===== src/cache_pkg.sv =====
////////////////////////////////////////////////////////////////////////////
// shared geometry, address field widths and controller states of the
// two-way L1 data cache; every cache module pulls these in through a
// wildcard import in its header
////////////////////////////////////////////////////////////////////////////
package cache_pkg;

    // word and address widths of the 16-bit byte-addressed memory system
    localparam int ADDR_W = 16;    // byte address width
    localparam int DATA_W = 16;    // one word per access

    // cache geometry
    localparam int SET_BITS  = 6;  // 64 sets unless the top level overrides it
    localparam int WORD_BITS = 3;  // eight words in a block
    localparam int WAYS      = 2;  // two-way set associative

    // what is left of the address once set, word and byte select are taken
    localparam int TAG_BITS = ADDR_W - SET_BITS - WORD_BITS - 1;

    // controller states, in the order a request walks through them
    typedef enum logic [1:0] {
        IDLE   = 2'd0,             // no request open, or waiting to replay a filled one
        LOOKUP = 2'd1,             // registered tags are compared in this cycle
        FILL   = 2'd2              // block is streaming in from main memory
    } cache_state_t;

endpackage


===== src/mem_port.sv =====
////////////////////////////////////////////////////////////////////////////
// main-memory side of the cache: issues the eight word reads of a block
// fill, steers returned words into the victim way and registers the
// write-through of a write hit; idle outputs are driven low
////////////////////////////////////////////////////////////////////////////
`timescale 1ns/1ps

module mem_port
    import cache_pkg::*;
(
    input  logic                 clk,
    input  logic                 reset,
    input  logic [ADDR_W-1:0]    req_addr,       // held request address
    input  logic [DATA_W-1:0]    write_data,
    input  logic                 fill_start,     // miss seen in LOOKUP
    input  logic                 fill_way,
    input  logic                 write_through,  // write hit in LOOKUP
    input  logic [DATA_W-1:0]    mem_out,
    input  logic                 mem_valid,
    output logic                 mem_enable,
    output logic                 mem_wr,
    output logic [ADDR_W-1:0]    mem_addr,
    output logic [DATA_W-1:0]    mem_in,
    output logic                 fill_write,
    output logic [WORD_BITS-1:0] fill_word,
    output logic [DATA_W-1:0]    fill_data,
    output logic                 fill_done
);

    logic                 issuing;       // block reads still to go out after this one
    logic [WORD_BITS-1:0] issue_cnt;     // next word to request, wraps to 0 after a fill
    logic                 fill_pending;  // some fill words not yet returned
    logic [WORD_BITS-1:0] ret_cnt;       // slot of the next returned word
    logic [ADDR_W-1:0]    fill_addr;

    // block base of the request with the word offset of the next read
    assign fill_addr = {req_addr[ADDR_W-1:WORD_BITS+1], issue_cnt, 1'b0};

    always_ff @(posedge clk) begin
        if (reset) begin
            issuing      <= 1'b0;
            issue_cnt    <= '0;
            fill_pending <= 1'b0;
            ret_cnt      <= '0;
            fill_done    <= 1'b0;
            mem_enable   <= 1'b0;
            mem_wr       <= 1'b0;
        end else begin
            mem_enable <= write_through || fill_start || issuing;
            mem_wr     <= write_through;
            if (fill_start || issuing) begin
                issue_cnt <= issue_cnt + 1'b1;
                issuing   <= ~&issue_cnt;          // stop once word 7 has gone out
            end
            if (fill_start) begin
                fill_pending <= 1'b1;
            end
            if (mem_valid) begin
                ret_cnt <= ret_cnt + 1'b1;
                if (&ret_cnt) begin
                    fill_pending <= 1'b0;          // eighth word is being written now
                end
            end
            fill_done <= mem_valid && (&ret_cnt);  // one cycle after the last write
        end
    end

    always_ff @(posedge clk) begin
        if (write_through) begin
            mem_addr <= req_addr;
            mem_in   <= write_data;
        end else if (fill_start || issuing) begin
            mem_addr <= fill_addr;
            mem_in   <= '0;
        end else begin
            mem_addr <= '0;
            mem_in   <= '0;
        end
    end

    // words come back in request order, so the return count is the word slot
    assign fill_write = mem_valid;
    assign fill_word  = ret_cnt;
    assign fill_data  = mem_out;

    // memory answers only reads that a running fill has issued
    assert property (@(posedge clk) disable iff (reset) mem_valid |-> fill_pending)
        else $error("mem_port: mem_valid with no fill outstanding");

    // the controller must hold the victim way while its words land
    assert property (@(posedge clk) disable iff (reset) mem_valid |-> $stable(fill_way))
        else $error("mem_port: fill way changed during a fill");

endmodule


===== config.mk =====
export PLATFORM = sky130hd
export DESIGN_NAME = mem_port
export DESIGN_NICKNAME = d
export VERILOG_FILES = /design/src/cache_pkg.sv /design/src/mem_port.sv
export SDC_FILE = /design/constraint.sdc
export NUM_CORES = 1
export LEC_CHECK = 0
export ABC_AREA = 1
export ABC_CLOCK_PERIOD_IN_PS = 1170
export BUFFER_PORTS_ARGS = -buffer_cell sky130_fd_sc_hd__buf_2
export CORE_MARGIN = 2
export CORE_UTILIZATION = 35
export DETAILED_ROUTE_END_ITERATION = 8
export PLACE_DENSITY = 0.72
export SLEW_MARGIN = 20
export SYNTH_ARGS = -nofsm -noshare
export SYNTH_HDL_FRONTEND = slang
export SYNTH_SLANG_ARGS = --single-unit

===== constraint.sdc =====
create_clock -name clk -period 1.17 [get_ports clk]
set_input_delay 0.117 -clock clk [delete_from_list [all_inputs] [get_ports clk]]
set_output_delay 0.117 -clock clk [all_outputs]
set_load 0.05 [all_outputs]

Yosys cells after proc, flatten, opt, wreduce, memory -nomap -nowiden. Cells that the tools add are included.

Logic and storage cells: 19. Flip-flop bits (word level): 42. Output and inout port bits: 55. Input port bits: 54.

Muxes and demuxes: 2. $add $sub $neg: 2. Reduce and logical (&&, ||, !) cells: 7.

Operators with widths (number): 2-to-1 mux 16 bit (2); adder 3 x 1 -> 3 bit (second input constant) (2); AND reduction 3 bit (2); logical OR 1 bit (3); logical AND 1 bit (1); logical NOT 1 bit (1).

Logic depth before layout (Yosys ltp).
Depth after elaboration: 3. Mapped depth: 4. Mapped depth without buffers: 4.

Worst setup path before layout. OpenSTA, ideal clock, no wires.

Kind: register -> register. Start point: reg ret_cnt[0] (netlist: fill_word[0]). End point: reg ret_cnt[2] (netlist: fill_word[2]). Data required time: 1053 ps. Period minus slack after synthesis: 1342 ps. Setup slack: -172 ps. Arrival: 1225 ps. Library setup time: 117 ps. Buffers on the path: 0. Cell stages (with the launch flop): 5. Path through: dfxtp_1 ha_1 ha_1 nor2_1 nor2_1.

Longest elaborated chain between the ends: 1.

RTL lines: from (decl) (line mem_port.sv:33) `logic [WORD_BITS-1:0] ret_cnt;`; from (signal assigned) (line mem_port.sv:59) `ret_cnt <= ret_cnt + 1'b1;`; adder 3 x 1 -> 3 bit (line mem_port.sv:59).

No other way between the ends. A chain may end at the register's enable or synchronous reset.

Final worst setup path. Ends and elaborated chain as after synthesis.

==> results.yml <==
timing:
  timing.fmax_mhz: 957
  fin_ws_ns: 0.126
  tns_ns: 0
  fin_crit_sh_pct: 89.3
  setup_viol: 0
  hold_viol: 0
  relSlewSlack_pct: 77.2
  finClkSkew_ns: 0.00313
  hold_ws_ns: 0.0168
  rsz0062_at_grt: "no"
  drv_slew: 0
  fin_crit_ns: 1.04
  worst_pin_slew_ns: 0.341
drt:
  wire_per_inst_um: 9.08
  drc: 0
  drtPass1Iterations: 4
  ant_nets: 0
  initialDrtViolationCount: 40
  via_per_inst: 3.85
  wl_um: 2680
  via_count: 1135
critical_path:
  ff2ff_path_depth: 4
  path_class: "reg -> reg"
  cp.arrival_ns: 1.23
  crit_fanout: 3
  timing.rr.start: "fill_word[0]$_SDFFE_PP0P_"
  crit_path_end_kind: "register"
  critPathRequiredTime_ns: 1.35
  critPathLaunchType: "register"
  reg2reg_slack_ns: 0.13
  r2r_end: "fill_word[2]$_SDFFE_PP0P_"
power:
  p_int_mw: 2.19
  power_frac_comb_pct: 20.0
  peakVddDrop_uv: 497
  switching_share_pct: 30.0
  p_per_area_nw_per_um2: 1570
  p_sw_mw: 0.938
  p_leak_nw: 1.18
  power_frac_clock_pct: 30.1
  seqPwrFrac_pct: 49.9
logic_synthesis:
  synth-seq-area-share_pct: 58.1
  syn_area_per_cell_um2: 8.71
  synth_cell_types: 13
  synthCells: 166
  syn_area_um2: 1450
  synth_nets: 224
  synth_seq_cells: 42
  ys_warn_count: 0
die:
  start_util_pct: 36.2
  fp.dieH_um: 68.3
  num_io_pins: 109
  die-area_um2: 4660
  fp-row-count: 23
  core-area_um2: 4000
  die_x_um: 68.3
clocking:
  cts.path.max_buffers: 2
  clock-sinks: 42
  cts_tree: "done"
  post-cts-setup-buffer-count: 0
  root_buffer: "clkbuf_8"
  clk_pin_slew_ns: 0.08
  htreeDepth: 2
  cts_made_buffers: 5
  worstSkewPairLatency_ns: 0.28
final_layout:
  nNetsFinal: 302
  n_antenna_cell: 0
  area_growth_pct: 37.4
  utilization_pct: 49.7
  drive_gt1_share_pct: 37.1
  layout_commonest_cell: "buf_2"
  stdcell_count: 295
  mostFrequentLayoutCells: "75 x buf_2, 39 x dfxtp_1, 35 x inv_1"
grt:
  grt_overflow: 0
  grt_pass1_vias: 946
  antenna_found_initial: 0
  grt_pass1_wl_um: 3950
  grt_max_degree: 15
  grt_util_all_layers_pct: 12.0
min_path:
  hp-start: "req_addr[0]"
  min_path_type: "in -> reg"
  holdPathEnd: "mem_addr[0]$_SDFF_PN0_"
  hold_depth: 3
placement:
  port_buffers: 75
  place_inst: 273
  gp_congestion: 0.703
  dp_hpwl_um: 1880
  preCtsSetupSlack_ns: 0.127
run:
  maxCapViolations: 0
outcome:
  status: "complete, no violations"
## critical path: stages, from the launching register on
cell and delay (ns):
dfxtp_2 0.33, ha_1 0.19, ha_1 0.27, nor2_1 0.10
nor2_1 0.05
## layer usage
metal	vias to the layer above	track usage (%)	routed length, um
met5	-	0	0
met4	0	9.00	40
met3	2	4.61	233
met2	43	20.1	1360
met1	481	11.9	1040
li1	609	-	-
## how the worst max path moves through the flow
stage                                         start                   endpoint  slack (ns)  cells after the start
after CTS                 fill_word[0]$_SDFFE_PP0P_  fill_word[2]$_SDFFE_PP0P_        0.12                      4
after global routing      fill_word[0]$_SDFFE_PP0P_  fill_word[2]$_SDFFE_PP0P_        0.05                      4
after detailed placement  fill_word[0]$_SDFFE_PP0P_  fill_word[2]$_SDFFE_PP0P_        0.13                      4
after global placement    fill_word[0]$_SDFFE_PP0P_  fill_word[2]$_SDFFE_PP0P_        0.15                      4
after floorplan           fill_word[0]$_SDFFE_PP0P_  fill_word[2]$_SDFFE_PP0P_        0.02                      4
final                     fill_word[0]$_SDFFE_PP0P_  fill_word[2]$_SDFFE_PP0P_        0.13                      4
## kinds of logic (layout without fill, tap and decap cells)
kind of cell               after synthesis  count (layout)  share of synthesized area [%]
adders and majority gates                4               4                           3.46
xor gates and xnor gates                 1               1                          0.606
AOI/OAI and AO/OA                        4               4                           1.38
and+or+nand+nor                         60              60                           16.9
buffers and inverters                   55             134                           19.6
DFF                                     42              42                           58.1
## cell type report
cell class	count	area [um^2]
repair buffers	91	531
flip-flops and latches	42	845
well taps	50	62.6
fillers	400	2010
inverters	35	131
clock buffers	6	82.6
clock inverters	2	12.5
multi-input cells	69	323
## power by group through the flow
stage	registers, mW	logic, mW	clock network, mW
3_3_place_gp	1.59	0.589	0
5_1_grt	1.57	0.682	1.05
4_1_cts	1.56	0.632	1.01
6_report	1.56	0.626	0.940
2_1_floorplan	1.89	0.281	0
3_5_place_dp	1.59	0.594	0
## Yosys cell counts, drive strengths merged
cell	number	share of area (%)
inv	35	9.1
dfxtp	42	58
nor2	27	7.4
xnor2	1	0.61
nor3	2	1.5
nand2	31	8.0
buf	20	10
ha	4	3.5
o21ai	4	1.4
## per-stage QoR
| stage | instance area [um^2] | power (mW) |
|---|---|---|
| 3_5_place_dp | 1750 | 2.19 |
| 3_3_place_gp | 1750 | 2.18 |
| 2_1_floorplan | 1450 | 2.17 |
| 6_report | 1990 | 3.13 |
| 4_1_cts | 1990 | 3.20 |
| 5_1_grt | 1990 | 3.31 |
## sequential cells by signal (all words and copies together), names as in the netlist
register	count
mem_in	16
mem_wr	1
issuing	1
mem_enable	1
fill_word	3
mem_addr	16
issue_cnt	3
fill_done	1
## timing repair
item / 4_1_cts / 5_1_grt
hold buffers: 14 / 0
resized for setup: 0 / 0
endpoints found under the hold margin: 14 / 0
(Power assumes the default switching activity.)
