## src/cache_pkg.sv

```systemverilog
////////////////////////////////////////////////////////////////////////////
// shared geometry, address field widths and controller states of the
// two-way L1 data cache; every cache module pulls these in through a
// wildcard import in its header
////////////////////////////////////////////////////////////////////////////
package cache_pkg;

    // word and address widths of the 16-bit byte-addressed memory system
    localparam int ADDR_W = 16;    // byte address width
    localparam int DATA_W = 16;    // one word per access

    // cache geometry
    localparam int SET_BITS  = 6;  // 64 sets unless the top level overrides it
    localparam int WORD_BITS = 3;  // eight words in a block
    localparam int WAYS      = 2;  // two-way set associative

    // what is left of the address once set, word and byte select are taken
    localparam int TAG_BITS = ADDR_W - SET_BITS - WORD_BITS - 1;

    // controller states, in the order a request walks through them
    typedef enum logic [1:0] {
        IDLE   = 2'd0,             // no request open, or waiting to replay a filled one
        LOOKUP = 2'd1,             // registered tags are compared in this cycle
        FILL   = 2'd2              // block is streaming in from main memory
    } cache_state_t;

endpackage

```

## src/tag_lookup.sv

```systemverilog
////////////////////////////////////////////////////////////////////////////
// tag, valid and LRU storage for both ways; the set is read into registers
// one cycle after it is presented, so hit and victim are valid in LOOKUP
////////////////////////////////////////////////////////////////////////////
`timescale 1ns/1ps

module tag_lookup
    import cache_pkg::*;
#(
    parameter int SET_BITS = cache_pkg::SET_BITS   // number of set index bits
) (
    input  logic                clk,
    input  logic                reset,
    input  logic [SET_BITS-1:0] lookup_set,
    input  logic [TAG_BITS-1:0] lookup_tag,
    input  logic                lru_touch,         // hit in LOOKUP updates recency
    input  logic                touch_way,
    input  logic                tag_write,         // end of a fill installs the tag
    input  logic                write_way,
    output logic                hit,
    output logic                hit_way,
    output logic                victim_way
);

    localparam int SETS = 1 << SET_BITS;

    logic [TAG_BITS-1:0] tags [WAYS][SETS];  // one tag per block
    logic [SETS-1:0]     valid [WAYS];       // one valid bit per block
    logic [SETS-1:0]     lru;                // bit per set names the least recent way

    logic [TAG_BITS-1:0] tag_q [WAYS];       // registered read of the set
    logic [WAYS-1:0]     valid_q;
    logic                lru_q;
    logic [TAG_BITS-1:0] req_tag_q;          // request tag lined up with tag_q
    logic [WAYS-1:0]     way_hit;

    always_ff @(posedge clk) begin
        if (tag_write) begin
            tags[write_way][lookup_set] <= lookup_tag;  // request is still held at fill end
        end
        for (int w = 0; w < WAYS; w++) begin
            tag_q[w] <= tags[w][lookup_set];
        end
        req_tag_q <= lookup_tag;
    end

    always_ff @(posedge clk) begin
        if (reset) begin
            for (int w = 0; w < WAYS; w++) begin
                valid[w] <= '0;
            end
            lru     <= '0;                   // every set starts with way 0 as victim
            valid_q <= '0;
            lru_q   <= 1'b0;
        end else begin
            if (tag_write) begin
                valid[write_way][lookup_set] <= 1'b1;
                lru[lookup_set]              <= ~write_way;  // fresh block is most recent
            end else if (lru_touch) begin
                lru[lookup_set] <= ~touch_way;
            end
            for (int w = 0; w < WAYS; w++) begin
                valid_q[w] <= valid[w][lookup_set];
            end
            lru_q <= lru[lookup_set];
        end
    end

    always_comb begin
        for (int w = 0; w < WAYS; w++) begin
            way_hit[w] = valid_q[w] && (tag_q[w] == req_tag_q);
        end
    end

    assign hit        = |way_hit;
    assign hit_way    = way_hit[1];          // way 0 when only way 0 matches
    assign victim_way = lru_q;

    // a fill always goes to a way that missed, so one tag never sits in both ways
    assert property (@(posedge clk) disable iff (reset) !(&way_hit))
        else $error("tag_lookup: hit in both ways of one set");

endmodule

```

## config.mk

```make
export PLATFORM = sky130hd
export DESIGN_NAME = tag_lookup
export DESIGN_NICKNAME = d
export VERILOG_FILES = /design/src/cache_pkg.sv /design/src/tag_lookup.sv
export SDC_FILE = /design/constraint.sdc
export NUM_CORES = 1
export LEC_CHECK = 0
export ABC_AREA = 1
export CAP_MARGIN = 5
export CORE_MARGIN = 2
export CORE_UTILIZATION = 40
export DETAILED_ROUTE_END_ITERATION = 10
export DONT_BUFFER_PORTS = 1
export SYNTH_ARGS = -nofsm -noshare
export SYNTH_HDL_FRONTEND = slang
export SYNTH_SLANG_ARGS = --single-unit
```

## constraint.sdc

```tcl
create_clock -name clk -period 2.8 [get_ports clk]
set_clock_uncertainty 0.2 [all_clocks]
set_input_delay 0.14 -clock clk [delete_from_list [all_inputs] [get_ports clk]]
set_output_delay 0.14 -clock clk [all_outputs]
set_load 0.02 [all_outputs]
```

# After elaboration in Yosys (flattened, before gate mapping)
# Memory sizes are Yosys's and may differ from the RTL's.
# Index checks and enable logic that the tools add are counted.
# totals
ramBits	908
out_inout_bits	3
word_cells	52
reg_bits	73
inputBits	18
n_memories	3
# op_classes
reduce_logical	7
eq_ne	2
n_bitwise	3
order_cmp	4
n_mux	29
# mem_list
name	depth	width	read_ports	rd_ports_with_merged_regs	write_ports	line_no	rtl
tags	2	384	2	0	1	tag_lookup.sv:27	logic [TAG_BITS-1:0] tags [WAYS][SETS];
valid	2	64	2	0	2	tag_lookup.sv:28	logic [SETS-1:0] valid [WAYS];
tag_q	2	6	2	0	2	tag_lookup.sv:31	logic [TAG_BITS-1:0] tag_q [WAYS];
# ops
cell	n
two-way mux 384 bit	1
two-way mux 64 bit	5
bitwise mux 64 bit	2
binary-select mux 6 bit (select 6 bit)	2
OR reduction 64 bit	1
demux 6 bit (select 6 bit)	1
two-way mux 6 bit	5
binary-select mux 1 bit (select 6 bit)	3
== test 6 bit	2
two-way mux 1 bit	9
greater-or-equal comparator 7 bit, second input constant	1
less-than comparator 6 x 7 -> 1 bit, second input constant	1
less-than comparator 7 x 1 -> 1 bit, second input constant	1
inverter 6 -> 7 bit	1
demux 1 bit (select 6 bit)	1
greater-or-equal comparator 6 x 1 -> 1 bit, second input constant	1
logical AND 1 bit	4
inverter 1 bit	2
nonzero test 2 bit	1
OR reduction 2 bit	1

# Longest topological paths before layout
# depth
depth_word	7
depth_mapped	14
mapped_depth_nobuf	11

# Worst setup path before layout
# No wires, ideal clock.
# synth_timing
path_kind	input port to flip-flop
startpoint	input lookup_set[1]
endpoint	memory tags[1][100] (netlist name) (enable)
stages	7
path_buffers	3
t_required_ps	2221
setup_ps	379
slack_ps	696
t_arrival_ps	1525
path_cell_list	buf_2 > nand2_2 > buf_2 > nor2_8 > buf_4 > nand2_1 > nor3_1
# synth_via
elab_chain_cells	6
elab_cells_between_ends	7
cone_classes	order compare: 2; mux: 3; bitwise: 1; reduce/logical: 1
# synth_lines
item	line_no	rtl
from (decl)	tag_lookup.sv:14	input logic [SET_BITS-1:0] lookup_set,
inverter 6 -> 7 bit (not written as such) (*)	tag_lookup.sv:39	tags[write_way][lookup_set] <= lookup_tag;
greater-or-equal comparator 7 bit (not written as such) or less-than comparator 7 x 1 -> 1 bit (tied branches)	tag_lookup.sv:39	
logical AND 1 bit (not written as such)	tag_lookup.sv:39	
two-way mux 6 bit (not written as such)	tag_lookup.sv:39	
demux 6 bit (select 6 bit) (*)	tag_lookup.sv:39	
two-way mux 384 bit (not written as such) (*)	tag_lookup.sv:39	
to (decl)	tag_lookup.sv:27	
# Every way passes the cells marked *; elsewhere a longest branch is shown, timed or not.

# Worst setup path after layout
# layout_timing
startpoint	input lookup_set[0]
endpoint	register lru_q (netlist: victim_way)
# layout_via
elab_chain_cells	2
# layout_lines
item	line_no	rtl
binary-select mux 1 bit (select 6 bit)	tag_lookup.sv:65	lru_q <= lru[lookup_set];
two-way mux 1 bit (not written as such)	tag_lookup.sv:65	
to (signal assigned)	tag_lookup.sv:65	
to (decl)	tag_lookup.sv:33	logic lru_q;
# No other way between the ends. The select of a mux whose other input is x is not followed.
# A chain may end at the register's enable or synchronous reset.

==> metrics.txt <==
FFs w/ async S/R, synth 0%; DRT iter0 DRCs 3288; Worst-Skew Late Latency 0.68 ns; Initial Utilization between 40% and 50%; Yosys reg bits 981; crit path capture type register; grt ovf 0; Critical R2R Capture victim_way$_SDFF_PP0_; # rows 117; final worst slack -0.568 ns; GRT Resource Usage Total 22.3%; Core Box Area 102000 um2; Placed Instances 5462; Critical path origin lookup_set[0]; total power 31.9 mW; Top FF cell, synth edfxtp_1; crit path max fanout 437; largest net degree at the start of global routing 439; fin. max-slew vios 160; first-pass GRT wire length around 180000 um; Synth Warn # 0; DRC viols 0; vias in the first global route 28000; final worst-path cycle share 120%; Max Freq 0.297 GHz; Setup violations, final 10; Die Wd 324 um; GP Congestion 0.887; Worst-path clk slew 0.06 ns; Filler cells 9416; Wirelength per Cell 21.2 um; post-synthesis cell type count 34; kind of critical path primary input to register; slew margin rel. -27.3%; initial antenna violation count 3; area delta synth->final 15.0%; cell count after synthesis 4195; nets 4256; DR vias about 30000; PD cells 675 nW/um2; die area 105000 um2; Clock Sink Count 981; Syn Area/Cell 9.79 um2; CTS root buf clkbuf_16; Ant. Diodes 0; reg-to-reg startpoint lru[32]$_SDFFE_PP0P_; die height 324 um; I/O Buffers 0; drt total wl 121000 um; first-pass iteration count of the detailed router 6; cell leakage power 18.5 nW; footprint of the multi-input gates 11700 um2; R2R depth 9; Max-cap violations 0; critical path startpoint category primary input; share of cells above drive strength 1 8.48%; ANT nets after route 0; Worst EP arrival 3.72 ns; R2R setup slack 0.54 ns; Worst IR Drop VDD around 0.00054 V; H-tree levels 3; final std cells w/o fill 5697; outcome finished with violations; Max Root-Sink Buffers 3; HPWL Detailed 65100 um; synthesized area 41100 um2; CTS tree built; Syn Nets 4213; number of flops mapped to enable cells by yosys roughly 770; sequential share of the synthesized area 66.6%; pre-CTS WS 0.296 ns; worst-margin pin slew approximately 1.9 ns; leading cell type in the layout, fill and taps excluded nand2_1; CTS Buf Count 104; Hold Fails Final Rpt 0; Critical Path RT approximately 3.2 ns; min cycle time layout 3.37 ns; RSZ-0062 raised after global routing false; Via density 5.26; Seq. cell area 27300 um2; Hold WC Path Type primary input to register; failing checks max-slew violations, negative setup slack; commonest non-fill, non-tap cells in the layout 1617 x nand2_1, 768 x edfxtp_1, 287 x a21oi_1; worst setup path end victim_way$_SDFF_PP0_; num ports 21
[critical path, cell delays in order]
cell,delay [ns]
inv_8,0.68
buf_12,0.46
nand2_1,0.11
nand3_1,0.11
nand2_1,0.06
o21ai_0,0.13
dlygate4sd3_1,0.55
buf_4,0.13
nand2_1,0.05
nor2_1,0.24
a21oi_1,0.10
[sequential cells by signal (all words and copies together), names as in the netlist]
signal / count
req_tag_q: 6
valid: 128
tag_q: 12
tags: 768
lru: 64
victim_way: 1
valid_q: 2
[synthesized netlist by cell type, types with 2 or more instances]
cell      count  area [um2]
nand2_1    1617        6070
edfxtp_1    768       23100
a21oi_1     287        1440
inv_1       256         961
o21ai_0     230        1150
dfxtp_1     213        4260
nor2_1      162         608
clkbuf_1    159         597
nand3_1     109         546
nor3_1       91         455
o21a_1       66         495
a31oi_1      64         400
buf_2        57         285
buf_1        33         124
nand4_1      16         100
or2_2        13        81.3
nor3_2        9        90.1
nor2_2        7        43.8
o211ai_1      6        45.0
a22oi_1       4        30.0
buf_4         4        30.0
o22ai_1       4        25.0
clkinv_1      3        11.3
inv_2         3        11.3
xor2_1        3        26.3
and2_0        2        12.5
nor2_4        2        22.5
[power breakdown]
group,switching [mW],internal [mW]
combinational,1.35,0.480
sequential,0.0444,15.8
clock,5.72,8.49
total,7.11,24.7
[per-stage QoR]
step | setup TNS (ns) | area, um2 | hold WS [ns] | utilization, %
after detailed placement | 0 | 43100 | 0.0252 | 42.3
after global routing | 0 | 47200 | 0.0143 | 46.4
after floorplan | 0 | 41100 | -0.0323 | -
after CTS | 0 | 47200 | 0.000507 | 46.4
after global placement | 0 | 43100 | 0.0187 | 42.3
final | -1.42 | 47200 | 0.0243 | 46.4
[cells by family (layout without fill, tap and decap cells)]
family	count (synthesis)	count (layout)	share of synthesized area, %
xor gates and xnor gates	4	4	0.0854
buffers and inverters	515	649	4.92
DFF	981	981	66.6
and+or+nand+nor	2031	2031	19.6
AOI/OAI and AO/OA	664	664	8.79
[final cells by class]
cell class	instances	area share, %
inverters	262	2.12
clock inverters	51	1.22
multi-input cells	2699	24.8
well taps	1368	3.62
clock buffers	146	6.28
flip-flops and latches	981	57.9
repair buffers	190	4.04
[how the worst min path moves through the flow]
| stage | startpoint | endpoint | slack, ns | depth (start not counted) |
|---|---|---|---|---|
| 5_1_grt | lookup_set[2] | tag_q[0][8]$_DFF_P_ | 0.01 | 5 |
| 3_5_place_dp | reset | valid[0][24]$_DFF_P_ | 0.03 | 1 |
| 4_1_cts | lookup_set[0] | tag_q[0][8]$_DFF_P_ | 0.0005 | 8 |
| 3_3_place_gp | lookup_tag[1] | req_tag_q[1]$_DFF_P_ | 0.02 | 0 |
| 6_report | lookup_set[1] | tag_q[0][7]$_DFF_P_ | 0.02 | 7 |
| 2_1_floorplan | lookup_tag[0] | req_tag_q[0]$_DFF_P_ | -0.03 | 0 |
[per-layer routing]
metal,track usage (%),up-vias,wire [um]
met3,3.71,227,9290
met4,8.99,4,5070
met1,31.3,14400,51800
li1,-,14100,-
met2,34.5,1187,54400
met5,0,-,27
[repair_timing]
item                                     CTS  global route
hold buffers                              36             2
endpoints found under the setup margin     0             1
buffers inserted                           0             0
endpoints found under the hold margin   1411             2
resized for setup                          0             5
Power figures use the tool's default switching activity.
