`src/cache_pkg.sv`:
```
////////////////////////////////////////////////////////////////////////////
// shared geometry, address field widths and controller states of the
// two-way L1 data cache; every cache module pulls these in through a
// wildcard import in its header
////////////////////////////////////////////////////////////////////////////
package cache_pkg;

    // word and address widths of the 16-bit byte-addressed memory system
    localparam int ADDR_W = 16;    // byte address width
    localparam int DATA_W = 16;    // one word per access

    // cache geometry
    localparam int SET_BITS  = 6;  // 64 sets unless the top level overrides it
    localparam int WORD_BITS = 3;  // eight words in a block
    localparam int WAYS      = 2;  // two-way set associative

    // what is left of the address once set, word and byte select are taken
    localparam int TAG_BITS = ADDR_W - SET_BITS - WORD_BITS - 1;

    // controller states, in the order a request walks through them
    typedef enum logic [1:0] {
        IDLE   = 2'd0,             // no request open, or waiting to replay a filled one
        LOOKUP = 2'd1,             // registered tags are compared in this cycle
        FILL   = 2'd2              // block is streaming in from main memory
    } cache_state_t;

endpackage

```
`src/cache_controller.sv`:
```
////////////////////////////////////////////////////////////////////////////
// request FSM of the cache: IDLE, LOOKUP, then either back to IDLE on a
// hit or through FILL on a miss; a filled request is replayed from IDLE
////////////////////////////////////////////////////////////////////////////
`timescale 1ns/1ps

module cache_controller
    import cache_pkg::*;
(
    input  logic         clk,
    input  logic         reset,
    input  logic         enable,
    input  logic         wr,
    input  logic         hit,
    input  logic         hit_way,
    input  logic         victim_way,
    input  logic         fill_done,      // last fill word has been written
    output cache_state_t state,
    output logic         lru_touch,
    output logic         tag_write,
    output logic         write_way,
    output logic         hit_write,
    output logic         read_hit,
    output logic         data_valid,
    output logic         fill_start,
    output logic         fill_way,
    output logic         write_through
);

    logic replay;                        // filled request waits in IDLE for its second lookup

    always_ff @(posedge clk) begin
        if (reset) begin
            state      <= IDLE;
            replay     <= 1'b0;
            data_valid <= 1'b0;
            fill_way   <= 1'b0;
        end else begin
            data_valid <= (state == LOOKUP) && hit;  // lands together with data_out
            if (fill_start) begin
                fill_way <= victim_way;  // held for the whole fill and the tag write
            end
            case (state)
                IDLE: begin
                    if (enable || replay) begin
                        state  <= LOOKUP;
                        replay <= 1'b0;
                    end
                end
                LOOKUP: begin
                    state <= hit ? IDLE : FILL;
                end
                FILL: begin
                    if (fill_done) begin
                        state  <= IDLE;
                        replay <= 1'b1;
                    end
                end
                default: begin
                    state <= IDLE;
                end
            endcase
        end
    end

    // hit service strobes, all live in the single LOOKUP cycle
    assign lru_touch     = (state == LOOKUP) && hit;
    assign read_hit      = (state == LOOKUP) && hit && !wr;
    assign hit_write     = (state == LOOKUP) && hit && wr;
    assign write_through = hit_write;    // the word goes to memory as the way is updated

    // miss handling
    assign fill_start = (state == LOOKUP) && !hit;
    assign tag_write  = (state == FILL) && fill_done;
    assign write_way  = fill_way;

    // data_valid closes one single LOOKUP cycle that IDLE opened and IDLE follows
    assert property (@(posedge clk) disable iff (reset)
        data_valid |-> (state == IDLE) && ($past(state) == LOOKUP)
                       && ($past(state, 2) == IDLE))
        else $error("cache_controller: data_valid outside LOOKUP");

    // the memory port only finishes a fill that this FSM is waiting for
    assert property (@(posedge clk) disable iff (reset) fill_done |-> state == FILL)
        else $error("cache_controller: fill_done outside FILL");

    // the replayed lookup must find the block in the way that was just filled
    assert property (@(posedge clk) disable iff (reset)
        (state == LOOKUP) && ($past(state, 2) == FILL) |-> hit && (hit_way == fill_way))
        else $error("cache_controller: replay after fill did not hit the filled way");

endmodule

```
`config.mk`:
```
export PLATFORM = sky130hd
export DESIGN_NAME = cache_controller
export DESIGN_NICKNAME = d
export VERILOG_FILES = /design/src/cache_pkg.sv /design/src/cache_controller.sv
export SDC_FILE = /design/constraint.sdc
export NUM_CORES = 1
export LEC_CHECK = 0
export ABC_AREA = 1
export CAP_MARGIN = 10
export CORE_AREA = 2 2 39 41
export DETAILED_ROUTE_END_ITERATION = 10
export DIE_AREA = 0 0 41 43
export DONT_BUFFER_PORTS = 1
export SLEW_MARGIN = 0
export SYNTH_ARGS = -nofsm -noshare
export SYNTH_HDL_FRONTEND = slang
export SYNTH_SLANG_ARGS = --single-unit
```
`constraint.sdc`:
```
create_clock -name clk -period 1 [get_ports clk]
set_input_delay 0.1 -clock clk [delete_from_list [all_inputs] [get_ports clk]]
set_output_delay 0.1 -clock clk [all_outputs]
set_load 0.005 [all_outputs]
```
**After elaboration in Yosys (flattened, before gate mapping)**

Index checks and enable logic that the tools add are counted.

- Register bits: 5
- Input port bits: 8
- Output and inout port bits: 11
- Word-level logic and storage cells: 27

- Equality and inequality tests: 4
- Multiplexer cells: 7
- Reduce and logical (&&, ||, !) cells: 12

Operators by type and width:

| operator | number |
|---|---|
| $mux W2 | 3 |
| $pmux W2 S3 | 1 |
| $logic_and A1 B1 Y1 | 5 |
| $ne A2 B2 Y1 const B | 2 |
| $reduce_and A3 Y1 | 1 |
| $eq A2 B1 Y1 const B | 1 |
| $eq A2 B2 Y1 const B | 1 |
| $logic_not A1 Y1 | 2 |
| $logic_not A2 Y1 | 1 |
| $mux W1 | 2 |
| $pmux W1 S2 | 1 |
| $reduce_and A2 Y1 | 1 |
| $reduce_bool A2 Y1 | 1 |
| $logic_or A1 B1 Y1 | 1 |

**Longest topological paths before layout**

Gate-level depths: netlist of the first run.

- Depth in word-level cells: 3
- Mapped depth: 5
- Depth with buffers taken out: 5

**Least setup slack after synthesis of the first run**

OpenSTA, ideal clock, no wires.

- Kind: register to output
- Start: register state[0]
- End: output port write_through
- Arrival time: 822 ps
- Data required time: 900 ps
- Slack: 78 ps
- Cell stages (with the launch flop): 4
- Path buffers: 1
- Cell sequence: dfxtp_1 nand3_1 nor2_1 buf_4

- Cells in the longest elaborated chain, start to end: 3

Ends and longest elaborated chain:

| element | line | text |
|---|---|---|
| start, declared | cache_controller.sv:18 | `output cache_state_t state,` |
| start signal, assigned | cache_controller.sv:51 | `state <= hit ? IDLE : FILL;` |
| $eq A2 B1 Y1 | cache_controller.sv:69 | `assign hit_write = (state == LOOKUP) && hit && wr;` |
| $logic_and A1 B1 Y1 (2 in a row) | cache_controller.sv:69 |  |
| end, declared | cache_controller.sv:27 | `output logic write_through` |

No other way between the ends.

**Worst setup path after layout of the first run**

- Start: register state[1]
- End: output port hit_write

- Cells in the longest elaborated chain, start to end: 3

Ends and longest elaborated chain:

| element | line | text |
|---|---|---|
| $eq A2 B1 Y1 | cache_controller.sv:69 |  |
| $logic_and A1 B1 Y1 (2 in a row) | cache_controller.sv:69 |  |
| end, declared | cache_controller.sv:22 | `output logic hit_write,` |

No other way between the ends.

==> out/results.md, run 1 <==
Status
- finished, final reports clean — result of the run

Synthesis
- 41.9% — Seq/Total Area, Yosys
- 6.64 um^2 — Synth Area per Inst
- 0 — EDFF count, synth
- 10 — number of library cell types mapped by synthesis
- 36 — count of mapped cells out of synthesis
- 44 — total nets after synthesis
- sky130_fd_sc_hd__dfxtp_1 — library cell occupying the most area in the post-synthesis netlist
- 41.9% — Yosys top cell area share
- 11 x sky130_fd_sc_hd__inv_1, 8 x sky130_fd_sc_hd__nor2_1, 5 x sky130_fd_sc_hd__dfxtp_1, 4 x sky130_fd_sc_hd__nand2_1 — most common library cells after synthesis
- 5 — synthesized flop and latch total
- sky130_fd_sc_hd__dfxtp_1 — most used flip-flop cell after synthesis
- sky130_fd_sc_hd__dfxtp_1 42%, sky130_fd_sc_hd__inv_1 17%, sky130_fd_sc_hd__nor2_1 13%, sky130_fd_sc_hd__buf_4 6.3%, sky130_fd_sc_hd__nand2_1 6.3% — cell types occupying the most area after synthesis
- 239 um^2 — netlist area before placement
- 0 — warnings from Yosys
- sky130_fd_sc_hd__inv_1 — library cell with the highest instance count after synthesis
- 0% — fraction of synthesis flops using an asynchronous set or reset pin

Detailed routing
- 0 — final antenna-violating net count
- 9.43 um — drt wl/cell
- 2 — number of search-and-repair iterations in the first detailed-routing pass
- 213 — via total after detailed routing
- 3 — Detailed Route Iter0 Violations
- 528 um — aggregate routed wire length
- 0 — remaining routing DRC violations
- 3.80 — average via count per standard cell

Worst setup path
- 4 — R2R cell count
- 5 — Max Fanout on Critical Path
- 0.36 ns — delay contributed by the slowest stage of the critical path
- 0.87 ns — arrival time worst endpoint
- fill_way — FF-to-FF End
- state[1] — start of the worst register-to-register path
- primary output — Critical Path Sink Type
- 0.22 ns — Worst R2R Setup Slack
- register to primary output — worst setup path category
- sky130_fd_sc_hd__dfxtp_4 — library cell contributing the largest single delay on the critical path
- register — startpoint type of the worst setup path
- inv_4, nand3_4, nor2_4 — critical path cell sequence
- 0.90 ns — required time reported for the critical path endpoint

Timing
- 84.5% — relative slew slack
- 0 — final count of pins violating max slew
- 0 — Final setup violation count
- 0.974 ns — min Tclk post-route
- yes — unrepaired setup endpoints after global routing
- 1030 MHz — achievable frequency
- 0.000324 ns — final clock skew
- 0.230 ns — slew at the pin with the worst max-slew slack
- 0 — total count of hold-check failures in the final report
- 97.4% — period utilization

Min path
- fill_way — hold endpoint
- 2 — worst hold stages
- victim_way — beginning of the worst hold path
- primary input to register — class of the tightest hold or removal check

Cells and area
- 105 um^2 — footprint of the multi-input gates
- 0 — n_diodes
- 23.1% — core utilization of the finished layout
- 49 — final layout net count
- 108 um^2 — combined flip-flop and latch cell area
- 27.5% — proportion of layout cells with a drive suffix above 1
- 34.0% — synthesis-to-layout area growth
- 160 — fill count

Global route
- 6 — largest net degree at the start of global routing
- 0 — antenna violations before repair
- 7.03% — All-Layer GR Usage
- 185 — vias in the first global route
- 0 — final global-route overflow total
- 724 um — first-pass GRT wire length

Die
- 1380 um^2 — area of the core
- 19 — io pins
- 14 — row count
- 43 um — Die Span Y
- 17.3% — effective utilization at floorplan
- 1760 um^2 — area enclosed by the die boundary
- 41 um — Die Span X

Clock network
- done — TritonCTS clock tree
- 0.24 ns — clk_lat worst skew
- 3 — number of buffers created by CTS
- 5 — number of clock sinks seen by CTS
- 1 — number of levels in the clock H-tree
- 2 — CTS Buffer Depth
- 0.04 ns — clock edge transition at the registers on the reported setup and hold paths
- sky130_fd_sc_hd__clkbuf_4 — root buffer cell

Power
- 0.000160 uW — static leakage power
- 495 uW — power consumption
- 1550 nW/um^2 — pwr/cell area
- 531 uV — IR Drop Worst-Case VDD

Placed design
- 0.683 — routability congestion estimate
- 0 — port bufs
- 396 um — detailed placement HPWL

Job
- 0 — number of max-cap violations

## flip-flops by register name, summed over array words and instances (netlist names)
| signal | cells |
|---|---|
| data_valid | 1 |
| replay | 1 |
| state | 2 |
| fill_way | 1 |
## how the worst max path moves through the flow
stage	from	end	slack [ns]
5_1_grt	state[1]	write_through	-0.02
3_5_place_dp	state[1]	write_through	0.11
4_1_cts	state[1]	hit_write	-0.02
2_1_floorplan	state[0]	write_through	0.08
6_report	state[1]	hit_write	0.03
3_3_place_gp	state[1]	write_through	0.12
## stage by stage
stage	hold WS (ns)	instances	area, um^2	worst slack, ns	TNS [ns]
after floorplan	0.169	36	239	0.0781	0
after global placement	0.171	51	251	0.116	0
after detailed placement	0.173	51	251	0.107	0
after CTS	0.000422	56	315	-0.0171	-0.0457
after global routing	0.0103	56	320	-0.0195	-0.0550
final	0.0118	56	320	0.0258	0
## logic make-up after synthesis
| family | Yosys count | synth area share (%) |
|---|---|---|
| simple gates | 16 | 30.4 |
| buf+inv | 13 | 23.6 |
| flops | 5 | 41.9 |
| compound gates | 2 | 4.18 |
## critical path: cells and delay by family, from the launching register on
family	cells	cell delay [ns]
simple gates	2	0.21
flops	1	0.36
buf+inv	1	0.07
## power breakdown
part	switching [uW]	internal, uW
logic	24.7	19.2
clock network	83.6	151
registers	11.0	206
total	119	376
## cell usage in the layout (no fill, tap or decap)
cell type                       netlist  layout
sky130_fd_sc_hd__dfxtp_1              5       3
sky130_fd_sc_hd__nor2_1               8       6
sky130_fd_sc_hd__nand3_1              2       1
sky130_fd_sc_hd__nand3_2              1       1
sky130_fd_sc_hd__o21ai_0              1       1
sky130_fd_sc_hd__a21oi_1              1       1
sky130_fd_sc_hd__nand3b_1             1       1
sky130_fd_sc_hd__dlygate4sd3_1        0       1
sky130_fd_sc_hd__nor2_4               0       1
sky130_fd_sc_hd__inv_1               11      10
sky130_fd_sc_hd__dfxtp_4              0       2
sky130_fd_sc_hd__clkbuf_4             0       3
sky130_fd_sc_hd__nor2_2               0       1
sky130_fd_sc_hd__nand3_4              0       1
sky130_fd_sc_hd__inv_4                0       1
sky130_fd_sc_hd__clkbuf_1             0       1
sky130_fd_sc_hd__nand2_1              4       4
sky130_fd_sc_hd__buf_4                2       1
## what timing repair did
item                       in CTS  in global routing
buffers inserted                0                  0
setup endpoints to repair       5                  4
resized for setup               9                  2
hold endpoints to repair        3                  0
pin swaps                       2                  2
hold buffers                    1                  0
## layout make-up
type / count / share of cell area, %
Sequential cell: 5 / 33.6
Multi-Input combinational cell: 18 / 32.8
Inverter: 11 / 13.7
Clock buffer: 4 / 8.20
Tap cell: 16 / 6.25
Timing Repair Buffer: 2 / 5.47
## per-layer routing
layer	vias to the layer above	global-route usage [%]	wire length (um)
met3	0	8.38	67
li1	110	-	-
met5	-	0	0
met4	0	4.00	0
met1	95	5.47	178
met2	8	9.69	282
No activity file was read; power rests on OpenSTA's default activity.
==> run 2: changes to the inputs <==
Clock period 1 ns to 1.1 ns, I/O delays scaled along.
==> out/results.md, run 2 (same netlist as run 1, synthesis figures left out) <==
Worst setup path
- 5 — Max Fanout on Critical Path, unchanged
- state[0] — start of the worst register-to-register path, was state[1]
- register to primary output — worst setup path category, unchanged
- register — startpoint type of the worst setup path, unchanged
- 0.32 ns — Worst R2R Setup Slack, was 0.22 ns
- primary output — Critical Path Sink Type, unchanged
- replay — FF-to-FF End, was fill_way
- 5 — R2R cell count, was 4
- 0.93 ns — arrival time worst endpoint, was 0.87 ns
- hit_write — capture point of the critical path, unchanged
- 0.99 ns — required time reported for the critical path endpoint, was 0.90 ns
- state[1] — Worst Setup SP, unchanged

Die
- 17.3% — effective utilization at floorplan, unchanged
- 43 um — Die Span Y, unchanged
- 14 — row count, unchanged
- 1760 um^2 — area enclosed by the die boundary, unchanged
- 41 um — Die Span X, unchanged
- 1380 um^2 — area of the core, unchanged
- 19 — io pins, unchanged

Placed design
- 396 um — detailed placement HPWL, unchanged
- 50 — Placed Cells, was 51
- 0 — port bufs, unchanged
- 0.701 — routability congestion estimate, was 0.683

Min path
- primary input to register — class of the tightest hold or removal check, unchanged
- victim_way — beginning of the worst hold path, unchanged

Timing
- 960 MHz — achievable frequency
- 0 ns — setup_tns, unchanged
- 1.04 ns — min Tclk post-route
- no — unrepaired setup endpoints after global routing, was yes
- 0 — final count of pins violating max slew, unchanged
- 0.0148 ns — worst hold-check slack, was 0.0118 ns
- 0.00645 ns — final clock skew, was 0.000324 ns
- 0 — total count of hold-check failures in the final report, unchanged
- 0.205 ns — slew at the pin with the worst max-slew slack, was 0.230 ns
- 86.2% — relative slew slack, was 84.5%
- 0 — Final setup violation count, unchanged
- 94.7% — period utilization

Cells and area
- 148 — fill count, was 160
- state — register with the highest flop count, unchanged
- 55 — final cell count without fillers, was 56
- 2 — flip-flop count of the largest register after layout, unchanged
- 95.1 um^2 — footprint of the multi-input gates, was 105 um^2
- sky130_fd_sc_hd__inv_1 — most common cell after layout, fill and taps aside, unchanged
- 48 — final layout net count, was 49
- 103 um^2 — combined flip-flop and latch cell area, was 108 um^2
- 23.1% — proportion of layout cells with a drive suffix above 1, was 27.5%
- 23.6% — synthesis-to-layout area growth, was 34.0%
- 10 x sky130_fd_sc_hd__inv_1, 7 x sky130_fd_sc_hd__nor2_1, 4 x sky130_fd_sc_hd__nand2_1 — highest-count cells in the layout ignoring fill and taps, was 10 x sky130_fd_sc_hd__inv_1, 6 x sky130_fd_sc_hd__nor2_1, 4 x sky130_fd_sc_hd__nand2_1
- 0 — n_diodes, unchanged

Status
- finished, final reports clean — result of the run, unchanged

Detailed routing
- 4 — number of search-and-repair iterations in the first detailed-routing pass, was 2
- 211 — via total after detailed routing, was 213
- 0 — final antenna-violating net count, unchanged
- 8.69 um — drt wl/cell, was 9.43 um
- 478 um — aggregate routed wire length, was 528 um
- 0 — remaining routing DRC violations, unchanged
- 4 — Detailed Route Iter0 Violations, was 3
- 3.84 — average via count per standard cell, was 3.80

Global route
- 196 — vias in the first global route, was 185
- 710 um — first-pass GRT wire length, was 724 um
- 6 — largest net degree at the start of global routing, unchanged
- 0 — antenna violations before repair, unchanged
- 0 — final global-route overflow total, unchanged
- 6.64% — All-Layer GR Usage, was 7.03%

Clock network
- 2 — CTS Buffer Depth, unchanged
- 5 — number of clock sinks seen by CTS, unchanged
- 1 — number of levels in the clock H-tree, unchanged
- 0 — post-CTS setup buffers, unchanged
- 0.24 ns — clk_lat worst skew, about the same
- sky130_fd_sc_hd__clkbuf_4 — root buffer cell, unchanged
- done — TritonCTS clock tree, unchanged
- 3 — number of buffers created by CTS, unchanged
- 0.05 ns — clock edge transition at the registers on the reported setup and hold paths, was 0.04 ns

Job
- 0 — number of max-cap violations, unchanged

Power
- 1500 nW/um^2 — pwr/cell area, was 1550 nW/um^2
- 508 uV — IR Drop Worst-Case VDD, was 531 uV
- 0.000152 uW — static leakage power, was 0.000160 uW

[run 2: worst min-delay path by stage]
stage | end | cells after the start
CTS | fill_way | 2
floorplan | state[1] | 1
global placement | state[1] | 1
finish | fill_way | 2
global route | fill_way | 2
detailed placement | state[1] | 1
[run 2: where the power goes]
group | internal, uW | switching (uW)
clock | 137 | 72.2
sequential | 190 | 9.46
combinational | 13.5 | 20.1
[run 2: area by class of cell]
type	instances	area share, %
clock buffer	4	8.90
tap	16	6.78
sequential	5	34.7
timing repair buffer	1	3.39
inverter	11	14.0
multi-input combinational	18	32.2
[run 2: routing by layer]
metal / GRT usage (%) / up-vias / wire (um)
met5: 0 / - / 0
met4: 2.00 / 0 / 0
met3: 9.42 / 0 / 89
met2: 9.69 / 10 / 255
met1: 4.53 / 93 / 132
li1: - / 108 / -
[run 2: critical path, stage by stage, from the launching register on]
cell and delay [ns]:
sky130_fd_sc_hd__dfxtp_2 0.34, sky130_fd_sc_hd__inv_2 0.07, sky130_fd_sc_hd__nand3_2 0.12, sky130_fd_sc_hd__nor2_4 0.15
[run 2: timing repair]
| action | 4_1_cts | 5_1_grt |
|---|---|---|
| setup endpoints to repair | 3 | 4 |
| pin swaps | 2 | 0 |
| endpoints found under the hold margin | 3 | 0 |
| resized for setup | 5 | 1 |
| hold buffers | 1 | 0 |
[run 2: through the flow]
stage / cell area [um^2] / power, uW / util [%] / setup slack [ns]
5_1_grt: 295 / 475 / 21.3 / 0.000725
3_5_place_dp: 244 / 228 / 17.6 / 0.179
2_1_floorplan: 239 / 227 / - / 0.168
3_3_place_gp: 244 / 228 / 17.6 / 0.182
4_1_cts: 294 / 452 / 21.2 / 0.00695
6_report: 295 / 442 / 21.3 / 0.0580
==> run 3: changes to the inputs <==
Clock period 1.1 ns to 1.3 ns, I/O delays scaled along.
==> out/results.md, run 3 (same netlist as run 1, synthesis figures left out) <==
Timing
- 0 — Final setup violation count, unchanged
- 91.7% — period utilization
- 85.7% — relative slew slack, was 86.2%
- 839 MHz — achievable frequency
- 0.213 ns — slew at the pin with the worst max-slew slack, was 0.205 ns
- 0.00697 ns — final clock skew, was 0.00645 ns
- 0 ns — setup_tns, unchanged
- 0 — final count of pins violating max slew, unchanged
- no — unrepaired setup endpoints after global routing, unchanged
- 1.19 ns — min Tclk post-route
- 0 — total count of hold-check failures in the final report, unchanged

Detailed routing
- 0 — remaining routing DRC violations, unchanged
- 4 — Detailed Route Iter0 Violations, unchanged
- 4 — number of search-and-repair iterations in the first detailed-routing pass, unchanged
- 208 — via total after detailed routing, was 211
- 475 um — aggregate routed wire length, was 478 um
- 8.64 um — drt wl/cell, was 8.69 um
- 0 — final antenna-violating net count, unchanged
- 3.78 — average via count per standard cell, was 3.84

Cells and area
- 0 — n_diodes, unchanged
- 158 — fill count, was 148
- state — register with the highest flop count, unchanged
- 11 x sky130_fd_sc_hd__inv_1, 8 x sky130_fd_sc_hd__nor2_1, 5 x sky130_fd_sc_hd__dfxtp_1 — highest-count cells in the layout ignoring fill and taps, was 10 x sky130_fd_sc_hd__inv_1, 7 x sky130_fd_sc_hd__nor2_1, 4 x sky130_fd_sc_hd__nand2_1
- 20.3% — core utilization of the finished layout, was 21.3%
- 2 — flip-flop count of the largest register after layout, unchanged
- 280 um^2 — area of all placed cells without fillers, was 295 um^2
- 48 — final layout net count, unchanged
- 17.3% — synthesis-to-layout area growth, was 23.6%
- sky130_fd_sc_hd__inv_1 — most common cell after layout, fill and taps aside, unchanged
- 10.3% — proportion of layout cells with a drive suffix above 1, was 23.1%

Power
- 286 uW — cell-internal power, was 341 uW
- 84.7 uW — Switch Pwr, was 102 uW
- 45.1% — sequential share of power, about the same
- 427 uV — IR Drop Worst-Case VDD, was 508 uV
- 6.9% — part of the power in combinational logic, was 7.6%
- 0.000151 uW — static leakage power, was 0.000152 uW
- 371 uW — power consumption, was 442 uW
- 47.9% — clock network fraction of design power, was 47.3%
- 22.8% — switch share, was 23.0%
- 1320 nW/um^2 — pwr/cell area, was 1500 nW/um^2

Die
- 14 — row count, unchanged
- 19 — io pins, unchanged
- 43 um — Die Span Y, unchanged
- 41 um — Die Span X, unchanged
- 1760 um^2 — area enclosed by the die boundary, unchanged
- 1380 um^2 — area of the core, unchanged
- 17.3% — effective utilization at floorplan, unchanged

Global route
- 188 — vias in the first global route, was 196
- 0 — final global-route overflow total, unchanged
- 6.64% — All-Layer GR Usage, unchanged
- 6 — largest net degree at the start of global routing, unchanged
- 0 — antenna violations before repair, unchanged
- 703 um — first-pass GRT wire length, was 710 um

Clock network
- 2 — CTS Buffer Depth, unchanged
- sky130_fd_sc_hd__clkbuf_4 — root buffer cell, unchanged
- 5 — number of clock sinks seen by CTS, unchanged
- 3 — number of buffers created by CTS, unchanged
- done — TritonCTS clock tree, unchanged
- 0.05 ns — clock edge transition at the registers on the reported setup and hold paths, about the same
- 0.24 ns — clk_lat worst skew, about the same
- 0 — post-CTS setup buffers, unchanged
- 1 — number of levels in the clock H-tree, unchanged

Worst setup path
- register to primary output — worst setup path category, unchanged
- register — startpoint type of the worst setup path, unchanged
- 1.06 ns — arrival time worst endpoint, was 0.93 ns
- 1.17 ns — required time reported for the critical path endpoint, was 0.99 ns
- 5 — Max Fanout on Critical Path, unchanged
- primary output — Critical Path Sink Type, unchanged

Placed design
- 407 um — detailed placement HPWL, was 396 um
- 244 um^2 — Cell Area, Placed, unchanged
- 0.701 — routability congestion estimate, about the same
- 0 — port bufs, unchanged

Min path
- primary input to register — class of the tightest hold or removal check, unchanged

Job
- 0 — number of max-cap violations, unchanged

Status
- finished, final reports clean — result of the run, unchanged

[run 3: cell counts in the layout (fill, tap and decap cells not counted)]
No cell type changed its count.
[run 3: worst paths after layout]
path,cells after the start,startpoint,slack (ns),to
hold reg to reg,4,replay,0.52,replay
setup reg to reg,5,state[1],0.45,fill_way
hold / removal,2,victim_way,0.03,fill_way
setup / recovery,2,state[0],0.11,write_through
[run 3: layout make-up]
cell class / instances / area, um^2 / share of cell area, %
repair buffers: 1 / 10.0 / 3.57
inverters: 11 / 41.3 / 14.7
clock buffers: 4 / 26.3 / 9.37
flip-flops and latches: 5 / 100 / 35.7
multi-input cells: 18 / 82.6 / 29.5
well taps: 16 / 20.0 / 7.14
[run 3: through the flow]
stage / setup slack [ns] / std cells / hold slack (ns)
after CTS: 0.0823 / 55 / 0.0277
after detailed placement: 0.349 / 50 / 0.202
after floorplan: 0.348 / 36 / 0.199
after global routing: 0.00830 / 55 / 0.0501
after global placement: 0.361 / 50 / 0.201
final: 0.107 / 55 / 0.0344
[run 3: layer usage]
metal	vias to the layer above	GRT usage, %	part of all wire, %
met1	89	4.21	30
met2	10	10.0	51
met3	0	9.42	19
met4	0	2.00	0
met5	-	0	0
li1	109	-	-
[run 3: power groups by stage]
stage	Sequential (uW)	Clock (uW)	Combinational [uW]
after CTS	168	185	26.3
after floorplan	168	0	23.5
after detailed placement	171	0	22.9
final	168	178	25.7
after global placement	170	0	22.7
after global routing	168	199	30.1
[run 3: worst max-delay path, cell delays in order (launching register included)]
cell and delay (ns):
sky130_fd_sc_hd__dfxtp_1 0.43, sky130_fd_sc_hd__nand3_1 0.17, sky130_fd_sc_hd__nor2_1 0.22
[run 3: timing repair]
action                                 4_1_cts  5_1_grt
gates resized for setup                      0        0
hold buffers                                 1        0
endpoints found under the hold margin        3        0
